<file path="config.mk">
export PLATFORM = sky130hd
export DESIGN_NAME = cache_top
export DESIGN_NICKNAME = d
export VERILOG_FILES = /design/src/common/cache_pkg.sv /design/src/cache/cache_ctrl.sv /design/src/cache/cache_dpath.sv /design/src/rtl/cache_top.sv
export SDC_FILE = /design/constraint.sdc
export NUM_CORES = 2
export LEC_CHECK = 0
export BUFFER_PORTS_ARGS = -buffer_cell sky130_fd_sc_hd__buf_2
export CELL_PAD_IN_SITES_DETAIL_PLACEMENT = 1
export CELL_PAD_IN_SITES_GLOBAL_PLACEMENT = 1
export CORE_MARGIN = 2
export CORE_UTILIZATION = 45
export CTS_BUF_LIST = sky130_fd_sc_hd__clkbuf_8 sky130_fd_sc_hd__clkbuf_16
export CTS_CLUSTER_DIAMETER = 40
export DETAILED_ROUTE_END_ITERATION = 16
export PLACE_DENSITY_LB_ADDON = 0.3
export SYNTH_ARGS = -nofsm -noshare
export SYNTH_HDL_FRONTEND = slang
export SYNTH_SLANG_ARGS = --single-unit
</file>
<file path="constraint.sdc">
create_clock -name clk -period 9.2 [get_ports clk]
set_clock_uncertainty 0.15 [all_clocks]
set_input_delay 0.46 -clock clk [delete_from_list [all_inputs] [get_ports clk]]
set_output_delay 0.46 -clock clk [all_outputs]
set_load 0.02 [all_outputs]
</file>
<file path="src/common/cache_pkg.sv">
package cache_pkg;

  // ========================================
  // widths and payload types
  // ========================================
  localparam int word_bits = 32;              // data word
  localparam int addr_bits = 32;              // byte address

  typedef logic [word_bits-1:0] word_t;
  typedef logic [addr_bits-1:0] addr_t;

  // ========================================
  // request kind, same on proc and mem ports
  // ========================================
  typedef enum logic {
    req_read  = 1'b0,
    req_write = 1'b1
  } req_type_e;

  // ========================================
  // controller states
  // ========================================
  typedef enum logic [2:0] {
    st_tag_check  = 3'd0,                     // idle, lookup of incoming request
    st_respond    = 3'd1,                     // memresp_val held until taken
    st_evict      = 3'd2,                     // victim line written back word by word
    st_refill     = 3'd3,                     // line fetched word by word
    st_flush_scan = 3'd4,                     // walking lines for flush
    st_flush_wait = 3'd5                      // flush_done high until flush drops
  } ctrl_state_e;

endpackage

</file>
<file path="src/cache/cache_ctrl.sv">
`timescale 1ns/10ps

module cache_ctrl #(
  parameter int num_lines      = 8,
  parameter int words_per_line = 4
) (
  input  logic clk,
  input  logic reset,
  input  logic flush,                         // level, held until flush_done seen
  output logic flush_done,

  // processor port handshakes
  input  logic memreq_val,
  output logic memreq_rdy,
  output logic memresp_val,
  input  logic memresp_rdy,

  // memory port handshakes
  output logic cache_req_val,
  input  logic cache_req_rdy,
  input  logic cache_resp_val,
  output logic cache_resp_rdy,

  // status from datapath
  input  logic tag_match,                     // hit at the looked-up line
  input  logic victim_dirty,                  // addressed line valid and dirty
  input  logic line_dirty,                    // dirty bit at flush_line
  input  logic req_is_write,

  // datapath enables and selects
  output logic req_en,                        // capture incoming request
  output logic tag_w_en,                      // install tag, set valid, clear dirty
  output logic data_w_en,
  output logic data_w_sel,                    // 1 = processor word, 0 = refill word
  output logic dirty_set,
  output logic dirty_clr,
  output logic addr_sel,                      // 1 = flush line, 0 = request line
  output logic [$clog2(words_per_line)-1:0] word_cnt,
  output logic [$clog2(num_lines)-1:0]      flush_line,
  output logic cache_req_write                // mem request is a writeback
);

  localparam int wb = $clog2(words_per_line);
  localparam int lb = $clog2(num_lines);

  cache_pkg::ctrl_state_e state;

  logic flushing;                             // evict belongs to a flush scan
  logic merge;                                // write word merge after refill
  logic resp_fire;
  logic last_word;
  logic last_line;
  logic wr_hit;
  logic refill_w;

  // ========================================
  // datapath controls
  // ========================================
  assign resp_fire = cache_resp_val && cache_resp_rdy;
  assign last_word = word_cnt == wb'(words_per_line - 1);
  assign last_line = flush_line == lb'(num_lines - 1);

  assign req_en   = (state == cache_pkg::st_tag_check) && memreq_val && memreq_rdy;
  assign wr_hit   = req_en && tag_match && req_is_write;
  assign refill_w = (state == cache_pkg::st_refill) && resp_fire;

  assign tag_w_en   = refill_w && last_word;  // line complete
  assign data_w_en  = wr_hit || refill_w || merge;
  assign data_w_sel = wr_hit || merge;
  assign dirty_set  = wr_hit || merge;
  assign dirty_clr  = (state == cache_pkg::st_evict) && flushing && resp_fire && last_word;
  assign addr_sel   = flushing;

  assign cache_req_write = state == cache_pkg::st_evict;

  // ========================================
  // state and registered handshakes
  // ========================================
  always_ff @(posedge clk) begin
    if (reset) begin
      state          <= cache_pkg::st_tag_check;
      word_cnt       <= '0;
      flush_line     <= '0;
      flushing       <= 1'b0;
      merge          <= 1'b0;
      memreq_rdy     <= 1'b0;
      memresp_val    <= 1'b0;
      cache_req_val  <= 1'b0;
      cache_resp_rdy <= 1'b0;
      flush_done     <= 1'b0;
    end else begin
      case (state)
        cache_pkg::st_tag_check: begin
          if (req_en) begin                   // request wins over flush
            memreq_rdy <= 1'b0;
            if (tag_match) begin
              state       <= cache_pkg::st_respond;
              memresp_val <= 1'b1;
            end else begin
              state         <= victim_dirty ? cache_pkg::st_evict : cache_pkg::st_refill;
              cache_req_val <= 1'b1;          // first word goes out next cycle
            end
          end else if (flush) begin
            memreq_rdy <= 1'b0;
            state      <= cache_pkg::st_flush_scan;
            flushing   <= 1'b1;
            flush_line <= '0;
          end else begin
            memreq_rdy <= 1'b1;
          end
        end

        cache_pkg::st_respond: begin
          if (memresp_rdy) begin
            memresp_val <= 1'b0;
            memreq_rdy  <= !flush;
            state       <= cache_pkg::st_tag_check;
          end
        end

        cache_pkg::st_evict, cache_pkg::st_refill: begin
          if (cache_req_val && cache_req_rdy) begin
            cache_req_val  <= 1'b0;           // one word in flight
            cache_resp_rdy <= 1'b1;
          end
          if (resp_fire) begin
            cache_resp_rdy <= 1'b0;
            if (!last_word) begin
              word_cnt      <= word_cnt + 1'b1;
              cache_req_val <= 1'b1;
            end else begin
              word_cnt <= '0;
              if (state == cache_pkg::st_refill) begin
                if (req_is_write) begin
                  merge <= 1'b1;              // store word next cycle
                end else begin
                  state       <= cache_pkg::st_respond;
                  memresp_val <= 1'b1;
                end
              end else if (!flushing) begin
                state         <= cache_pkg::st_refill;
                cache_req_val <= 1'b1;
              end else if (last_line) begin
                state      <= cache_pkg::st_flush_wait;
                flushing   <= 1'b0;
                flush_done <= 1'b1;
              end else begin
                flush_line <= flush_line + 1'b1;
                state      <= cache_pkg::st_flush_scan;
              end
            end
          end
          if (merge) begin
            merge       <= 1'b0;
            state       <= cache_pkg::st_respond;
            memresp_val <= 1'b1;
          end
        end

        cache_pkg::st_flush_scan: begin
          if (line_dirty) begin
            state         <= cache_pkg::st_evict;
            cache_req_val <= 1'b1;
          end else if (last_line) begin
            state      <= cache_pkg::st_flush_wait;
            flushing   <= 1'b0;
            flush_done <= 1'b1;
          end else begin
            flush_line <= flush_line + 1'b1;  // clean line, one cycle
          end
        end

        cache_pkg::st_flush_wait: begin
          if (!flush) begin
            state      <= cache_pkg::st_tag_check;
            flush_done <= 1'b0;
            memreq_rdy <= 1'b1;
          end
        end

        default: state <= cache_pkg::st_tag_check;
      endcase
    end
  end

  // ========================================
  // protocol checks
  // ========================================
  a_resp_hold: assert property (@(posedge clk) disable iff (reset)
    memresp_val && !memresp_rdy |=> memresp_val);

  a_no_mem_req: assert property (@(posedge clk) disable iff (reset)
    state inside {cache_pkg::st_tag_check, cache_pkg::st_respond} |-> !cache_req_val);

  a_flush_done: assert property (@(posedge clk) disable iff (reset)
    flush_done |-> state == cache_pkg::st_flush_wait);

endmodule

</file>
<file path="src/cache/cache_dpath.sv">
`timescale 1ns/10ps

module cache_dpath #(
  parameter int num_lines      = 8,
  parameter int words_per_line = 4
) (
  input  logic clk,
  input  logic reset,

  // processor request payload
  input  cache_pkg::req_type_e memreq_type,
  input  cache_pkg::addr_t     memreq_addr,
  input  cache_pkg::word_t     memreq_data,
  input  cache_pkg::word_t     cache_resp_data,

  // controls from the controller
  input  logic req_en,
  input  logic tag_w_en,
  input  logic data_w_en,
  input  logic data_w_sel,
  input  logic dirty_set,
  input  logic dirty_clr,
  input  logic addr_sel,
  input  logic cache_req_write,
  input  logic [$clog2(words_per_line)-1:0] word_cnt,
  input  logic [$clog2(num_lines)-1:0]      flush_line,

  // status and payload out
  output logic tag_match,
  output logic victim_dirty,
  output logic line_dirty,
  output logic req_is_write,
  output cache_pkg::word_t memresp_data,
  output cache_pkg::addr_t cache_req_addr,
  output cache_pkg::word_t cache_req_data
);

  localparam int off_bits = $clog2(cache_pkg::word_bits / 8);
  localparam int wb       = $clog2(words_per_line);
  localparam int lb       = $clog2(num_lines);
  localparam int tag_bits = cache_pkg::addr_bits - off_bits - wb - lb;

  // accepted request
  cache_pkg::req_type_e req_type_q;
  cache_pkg::addr_t     req_addr_q;
  cache_pkg::word_t     req_data_q;

  // current request, straight from the port during lookup
  cache_pkg::req_type_e cur_type;
  cache_pkg::addr_t     cur_addr;
  cache_pkg::word_t     cur_data;
  logic [wb-1:0]        cur_word;
  logic [lb-1:0]        cur_idx;
  logic [tag_bits-1:0]  cur_tag;

  // arrays
  logic [tag_bits-1:0]  tag_array [num_lines];
  logic [num_lines-1:0] valid;
  logic [num_lines-1:0] dirty;
  cache_pkg::word_t     data_array [num_lines*words_per_line];

  logic [lb-1:0]        line_sel;             // line for mem side and dirty clear
  logic [wb+lb-1:0]     w_ptr;
  cache_pkg::word_t     w_data;

  // ========================================
  // request select and address fields
  // ========================================
  assign cur_type = req_en ? memreq_type : req_type_q;
  assign cur_addr = req_en ? memreq_addr : req_addr_q;
  assign cur_data = req_en ? memreq_data : req_data_q;

  assign cur_word = cur_addr[off_bits +: wb];
  assign cur_idx  = cur_addr[off_bits + wb +: lb];
  assign cur_tag  = cur_addr[cache_pkg::addr_bits-1 -: tag_bits];

  assign req_is_write = cur_type == cache_pkg::req_write;

  always_ff @(posedge clk) begin
    if (req_en) begin
      req_type_q <= memreq_type;
      req_addr_q <= memreq_addr;
      req_data_q <= memreq_data;
    end
  end

  // ========================================
  // lookup
  // ========================================
  assign tag_match    = valid[cur_idx] && (tag_array[cur_idx] == cur_tag);
  assign victim_dirty = valid[cur_idx] && dirty[cur_idx];
  assign line_dirty   = dirty[flush_line];

  // ========================================
  // memory side address and data
  // ========================================
  assign line_sel = addr_sel ? flush_line : cur_idx;

  // writeback uses stored tag, refill the request tag
  assign cache_req_addr = {cache_req_write ? tag_array[line_sel] : cur_tag,
                           line_sel, word_cnt, off_bits'(0)};
  assign cache_req_data = data_array[{line_sel, word_cnt}];

  // ========================================
  // array updates
  // ========================================
  assign w_ptr  = data_w_sel ? {cur_idx, cur_word} : {line_sel, word_cnt};
  assign w_data = data_w_sel ? cur_data : cache_resp_data;

  always_ff @(posedge clk) begin
    if (reset) begin
      valid <= '0;
      dirty <= '0;
    end else begin
      if (tag_w_en) begin
        valid[cur_idx] <= 1'b1;
        dirty[cur_idx] <= 1'b0;               // fresh line is clean
      end
      if (dirty_set) dirty[cur_idx] <= 1'b1;
      if (dirty_clr) dirty[line_sel] <= 1'b0;
    end
  end

  always_ff @(posedge clk) begin
    if (tag_w_en) tag_array[cur_idx] <= cur_tag;
    if (data_w_en) data_array[w_ptr] <= w_data;
  end

  // response word: hit read at lookup, else word written to the requested slot
  always_ff @(posedge clk) begin
    if (req_en) begin
      memresp_data <= data_array[{cur_idx, cur_word}];
    end else if (data_w_en && (w_ptr == {cur_idx, cur_word})) begin
      memresp_data <= w_data;
    end
  end

  // a lookup cycle writes the array only on a write hit
  a_lookup_write: assert property (@(posedge clk) disable iff (reset)
    data_w_en && req_en |-> tag_match && req_is_write);

endmodule

</file>
<file path="src/rtl/cache_top.sv">
`timescale 1ns/10ps

module cache_top #(
  parameter int num_lines      = 8,
  parameter int words_per_line = 4
) (
  input  logic clk,
  input  logic reset,
  input  logic flush,
  output logic flush_done,

  // processor port
  input  logic                 memreq_val,
  output logic                 memreq_rdy,
  input  cache_pkg::req_type_e memreq_type,
  input  cache_pkg::addr_t     memreq_addr,
  input  cache_pkg::word_t     memreq_data,
  output logic                 memresp_val,
  input  logic                 memresp_rdy,
  output cache_pkg::word_t     memresp_data,

  // memory port
  output logic                 cache_req_val,
  input  logic                 cache_req_rdy,
  output cache_pkg::req_type_e cache_req_type,
  output cache_pkg::addr_t     cache_req_addr,
  output cache_pkg::word_t     cache_req_data,
  input  logic                 cache_resp_val,
  output logic                 cache_resp_rdy,
  input  cache_pkg::word_t     cache_resp_data
);

  // controller to datapath
  logic req_en;
  logic tag_w_en;
  logic data_w_en;
  logic data_w_sel;
  logic dirty_set;
  logic dirty_clr;
  logic addr_sel;
  logic cache_req_write;
  logic [$clog2(words_per_line)-1:0] word_cnt;
  logic [$clog2(num_lines)-1:0]      flush_line;

  // datapath to controller
  logic tag_match;
  logic victim_dirty;
  logic line_dirty;
  logic req_is_write;

  assign cache_req_type = cache_pkg::req_type_e'(cache_req_write);

  cache_ctrl #(
    .num_lines      (num_lines),
    .words_per_line (words_per_line)
  ) ctrl0 (
    .clk, .reset, .flush, .flush_done,
    .memreq_val, .memreq_rdy, .memresp_val, .memresp_rdy,
    .cache_req_val, .cache_req_rdy, .cache_resp_val, .cache_resp_rdy,
    .tag_match, .victim_dirty, .line_dirty, .req_is_write,
    .req_en, .tag_w_en, .data_w_en, .data_w_sel, .dirty_set, .dirty_clr,
    .addr_sel, .word_cnt, .flush_line, .cache_req_write
  );

  cache_dpath #(
    .num_lines      (num_lines),
    .words_per_line (words_per_line)
  ) dpath0 (
    .clk, .reset,
    .memreq_type, .memreq_addr, .memreq_data, .cache_resp_data,
    .req_en, .tag_w_en, .data_w_en, .data_w_sel, .dirty_set, .dirty_clr,
    .addr_sel, .cache_req_write, .word_cnt, .flush_line,
    .tag_match, .victim_dirty, .line_dirty, .req_is_write,
    .memresp_data, .cache_req_addr, .cache_req_data
  );

endmodule

</file>
==> results.yml <==
place:
  place_congestion: 0.860
  dp_slack_ps: 1910
  numPortBuffers: 201
  dpl.hpwl_mm: 121
  dpl_cell_area_um2: 67700
grt:
  grt_max_degree: 125
  antenna_found_initial: 4
  grt-ovfl-total: 0
  grt_pass1_wl_mm: 310
  grt.total_usage_pct: 29.7
  grt_pass1_vias: 43200
power_and_ir_drop:
  power_density_nw_per_um2: 304
  leakagePower_nw: 24.1
  peakVddDrop_mv: 0.397
  p_seq_share_pct: 31.4
  p_sw_share_pct: 36.7
  pwr-share-comb_pct: 35.1
  total_power_mw: 22.9
  clkPwrFrac_pct: 33.6
  power.switching_mw: 8.40
  cellInternalPower_mw: 14.5
setup_path:
  critPathKind: "register to output port"
  crit_required_ps: 8590
  rr_worst_depth: 13
  arrival_ps: 6810
  r2r_start: "ctrl0.state[2]"
  critPathCaptureType: "output port"
  crit_path_max_fanout: 33
  startpoint: "ctrl0.state[2]"
  cp-endpoint: "cache_req_addr[10]"
  r2r_setup_slack_ps: 1850
  critPathLaunchType: "register"
  r2r_end: "dpath0.data_array[31][2]"
cts:
  htreeDepth: 4
  clock-root-buffer: "clkbuf_16"
  cts.sinks: 1350
  clkTransAtPathRegs_ps: 60
  cts_tree: "yes"
  cts.repair.resized: 0
  clk_latency_ps: 850
  ctsLongestPathBuffers: 3
  cts_buffers: 199
min_path:
  min_path_type: "input pin to register"
  hp-start: "memreq_addr[15]"
yosys:
  synth_area_per_cell_um2: 16.9
  ys_types: 77
  yosysWarnings: 0
  synth_top_area_share_pct: 59.0
  ys.flop_type: "edfxtp_1"
  postSynthCellCount: 3782
  ys_seq_area_share_pct: 61.9
  synthTopCellsByArea: "edfxtp_1 59%, mux4_2 21%, mux2i_1 3.5%, dfxtp_1 2.9%, nand2_1 2.3%"
  yosysTopAreaCell: "edfxtp_1"
  async_flop_share_pct: 0
  synth_seq_cells: 1350
  synth_edf_count: 1256
  syn_area_um2: 63900
timing:
  setup_viol: 0
  tightest_slew_ps: 1380
  slew_headroom_pct: 7.76
  rsz0062_at_grt: "no"
  finalCriticalPeriod_ps: 7420
  worst_hold_slack_ps: 19.7
  fmax_mhz: 135
  report.final.hold_viol_count: 0
  timing.final.ws_setup_ps: 1780
  fin_crit_sh_pct: 80.6
  setup_tns_ps: 0
  final_max_slew_viol_count: 0
outcome:
  status: "complete, no violations"
routing:
  drc: 0
  totalWireLength_mm: 216
  num_vias: 41300
  drtPass1Iterations: 5
  drt-initial-drc-count: 4782
  ant_nets: 0
  via_per_inst: 6.69
  wl_per_cell_um: 35.0
layout:
  nNetsFinal: 4206
  finalInstanceArea_um2: 75400
  drive_above_1_share_pct: 31.8
  syn_to_final_growth_pct: 17.9
floorplanning:
  die-area_um2: 145000
  die_y_um: 381
  initial_utilization_pct: 45.3
  die_x_um: 381
  ios: 206
  core_um2: 141000
  placement_rows: 138
flow_run:
  max_cap_viol_count: 0
## repair_timing
| action | 4_1_cts | 5_1_grt |
|---|---|---|
| setup buffers | 0 | 0 |
| hold buffers | 86 | 0 |
| hold endpoints to repair | 107 | 0 |
## critical path, cell delays in order (launching register included)
cell	delay, ps
dfxtp_1	640
nor3_1	140
buf_4	210
and2_1	190
nor2_2	840
inv_2	540
mux2i_4	380
buf_4	650
buf_4	680
nor2_1	360
buf_4	270
a211oi_1	260
o22ai_1	110
nor2_1	280
a21oi_1	140
buf_2	200
## worst min path at each step
stage                            end  slack (ps)  depth (start not counted)
2_1_floorplan   dpath0.req_data_q[0]         290                          2
3_3_place_gp   dpath0.req_data_q[29]         290                          2
3_5_place_dp   dpath0.req_data_q[25]         300                          2
6_report       dpath0.req_addr_q[15]          20                          3
4_1_cts        dpath0.req_addr_q[23]           1                          3
5_1_grt        dpath0.req_addr_q[15]          60                          3
## layout make-up
class	instances	area, um2
fill	13000	65900
multi-input combinational	2113	23600
sequential	1350	39600
clock buffer	205	5070
clock inverter	172	1750
tap	1890	2360
inverter	32	148
timing repair buffer	403	2800
antenna	1	2.50
## Yosys cell counts (19+ instances only)
| library cell | count |
|---|---|
| xnor2_1 | 29 |
| mux2_2 | 24 |
| nand4_1 | 40 |
| nand2_1 | 395 |
| buf_2 | 39 |
| a21oi_1 | 93 |
| nor3_1 | 19 |
| edfxtp_1 | 1256 |
| buf_1 | 50 |
| o221ai_1 | 41 |
| nand3_1 | 88 |
| mux2i_1 | 224 |
| a211oi_1 | 28 |
| mux4_2 | 586 |
| o22ai_1 | 31 |
| nor2_1 | 92 |
| o21ai_0 | 54 |
| dfxtp_1 | 94 |
| a22oi_1 | 144 |
| inv_1 | 27 |
| clkbuf_1 | 185 |
## layer usage
metal / track usage, % / wire length (um) / vias up
met5: 0 / 0 / -
met2: 47.4 / 103000 / 2409
met4: 10.7 / 8220 / 0
li1: - / - / 16400
met1: 40.2 / 83300 / 21900
met3: 6.55 / 21500 / 529
## flip-flops by register name, indices dropped and copies added (netlist names)
name,flops
ctrl0.addr_sel,1
ctrl0.cache_req_val,1
ctrl0.cache_resp_rdy,1
ctrl0.flush_done,1
ctrl0.flush_line,3
ctrl0.memreq_rdy,1
ctrl0.memresp_val,1
ctrl0.merge,1
ctrl0.state,3
ctrl0.word_cnt,2
dpath0.data_array,1024
dpath0.dirty,8
dpath0.memresp_data,32
dpath0.req_addr_q,30
dpath0.req_data_q,32
dpath0.req_type_q,1
dpath0.tag_array,200
dpath0.valid,8
## logic make-up (layout without fill, tap and decap cells)
group	Yosys count	count (layout)	share of synthesized area, %
flip-flops	1350	1350	61.9
multiplexers	848	848	24.8
AND/OR/NAND/NOR	714	714	4.95
AO/OA/AOI/OAI	502	502	5.55
buffers and inverters	320	812	2.07
XOR/XNOR	44	44	0.603
adder cells (fa/ha/maj)	3	3	0.0587
other	1	3	0.00587
## power groups by stage
stage	clock [mW]	combinational [mW]	sequential, mW
floorplan	0	5.11	7.23
CTS	7.75	7.96	7.18
global placement	0	7.79	7.29
detailed placement	0	7.88	7.30
global route	7.99	8.40	7.19
finish	7.68	8.02	7.18
## stage by stage
step,utilization (%),cells
global placement,47.9,5702
CTS,53.4,6165
detailed placement,47.9,5702
floorplan,-,3783
global route,53.4,6165
finish,53.4,6166
## cells in the final DEF, fill, tap and decap left out, types with 24 or more instances in the layout
cell type and n:
dfxtp_1 88, edfxtp_1 1256, o21ai_0 54, a211oi_1 28
inv_1 45, a22oi_1 144, xnor2_1 29, buf_4 111
a21oi_1 93, mux4_2 586, buf_2 201, mux2i_1 219
mux2_2 24, nor2_1 80, nand4_1 40, clkbuf_16 200
nand2_1 391, dlygate4sd3_1 86, nand3_1 87, inv_6 28
o221ai_1 41, clkinvlp_4 30
(Power assumes the default switching activity.)
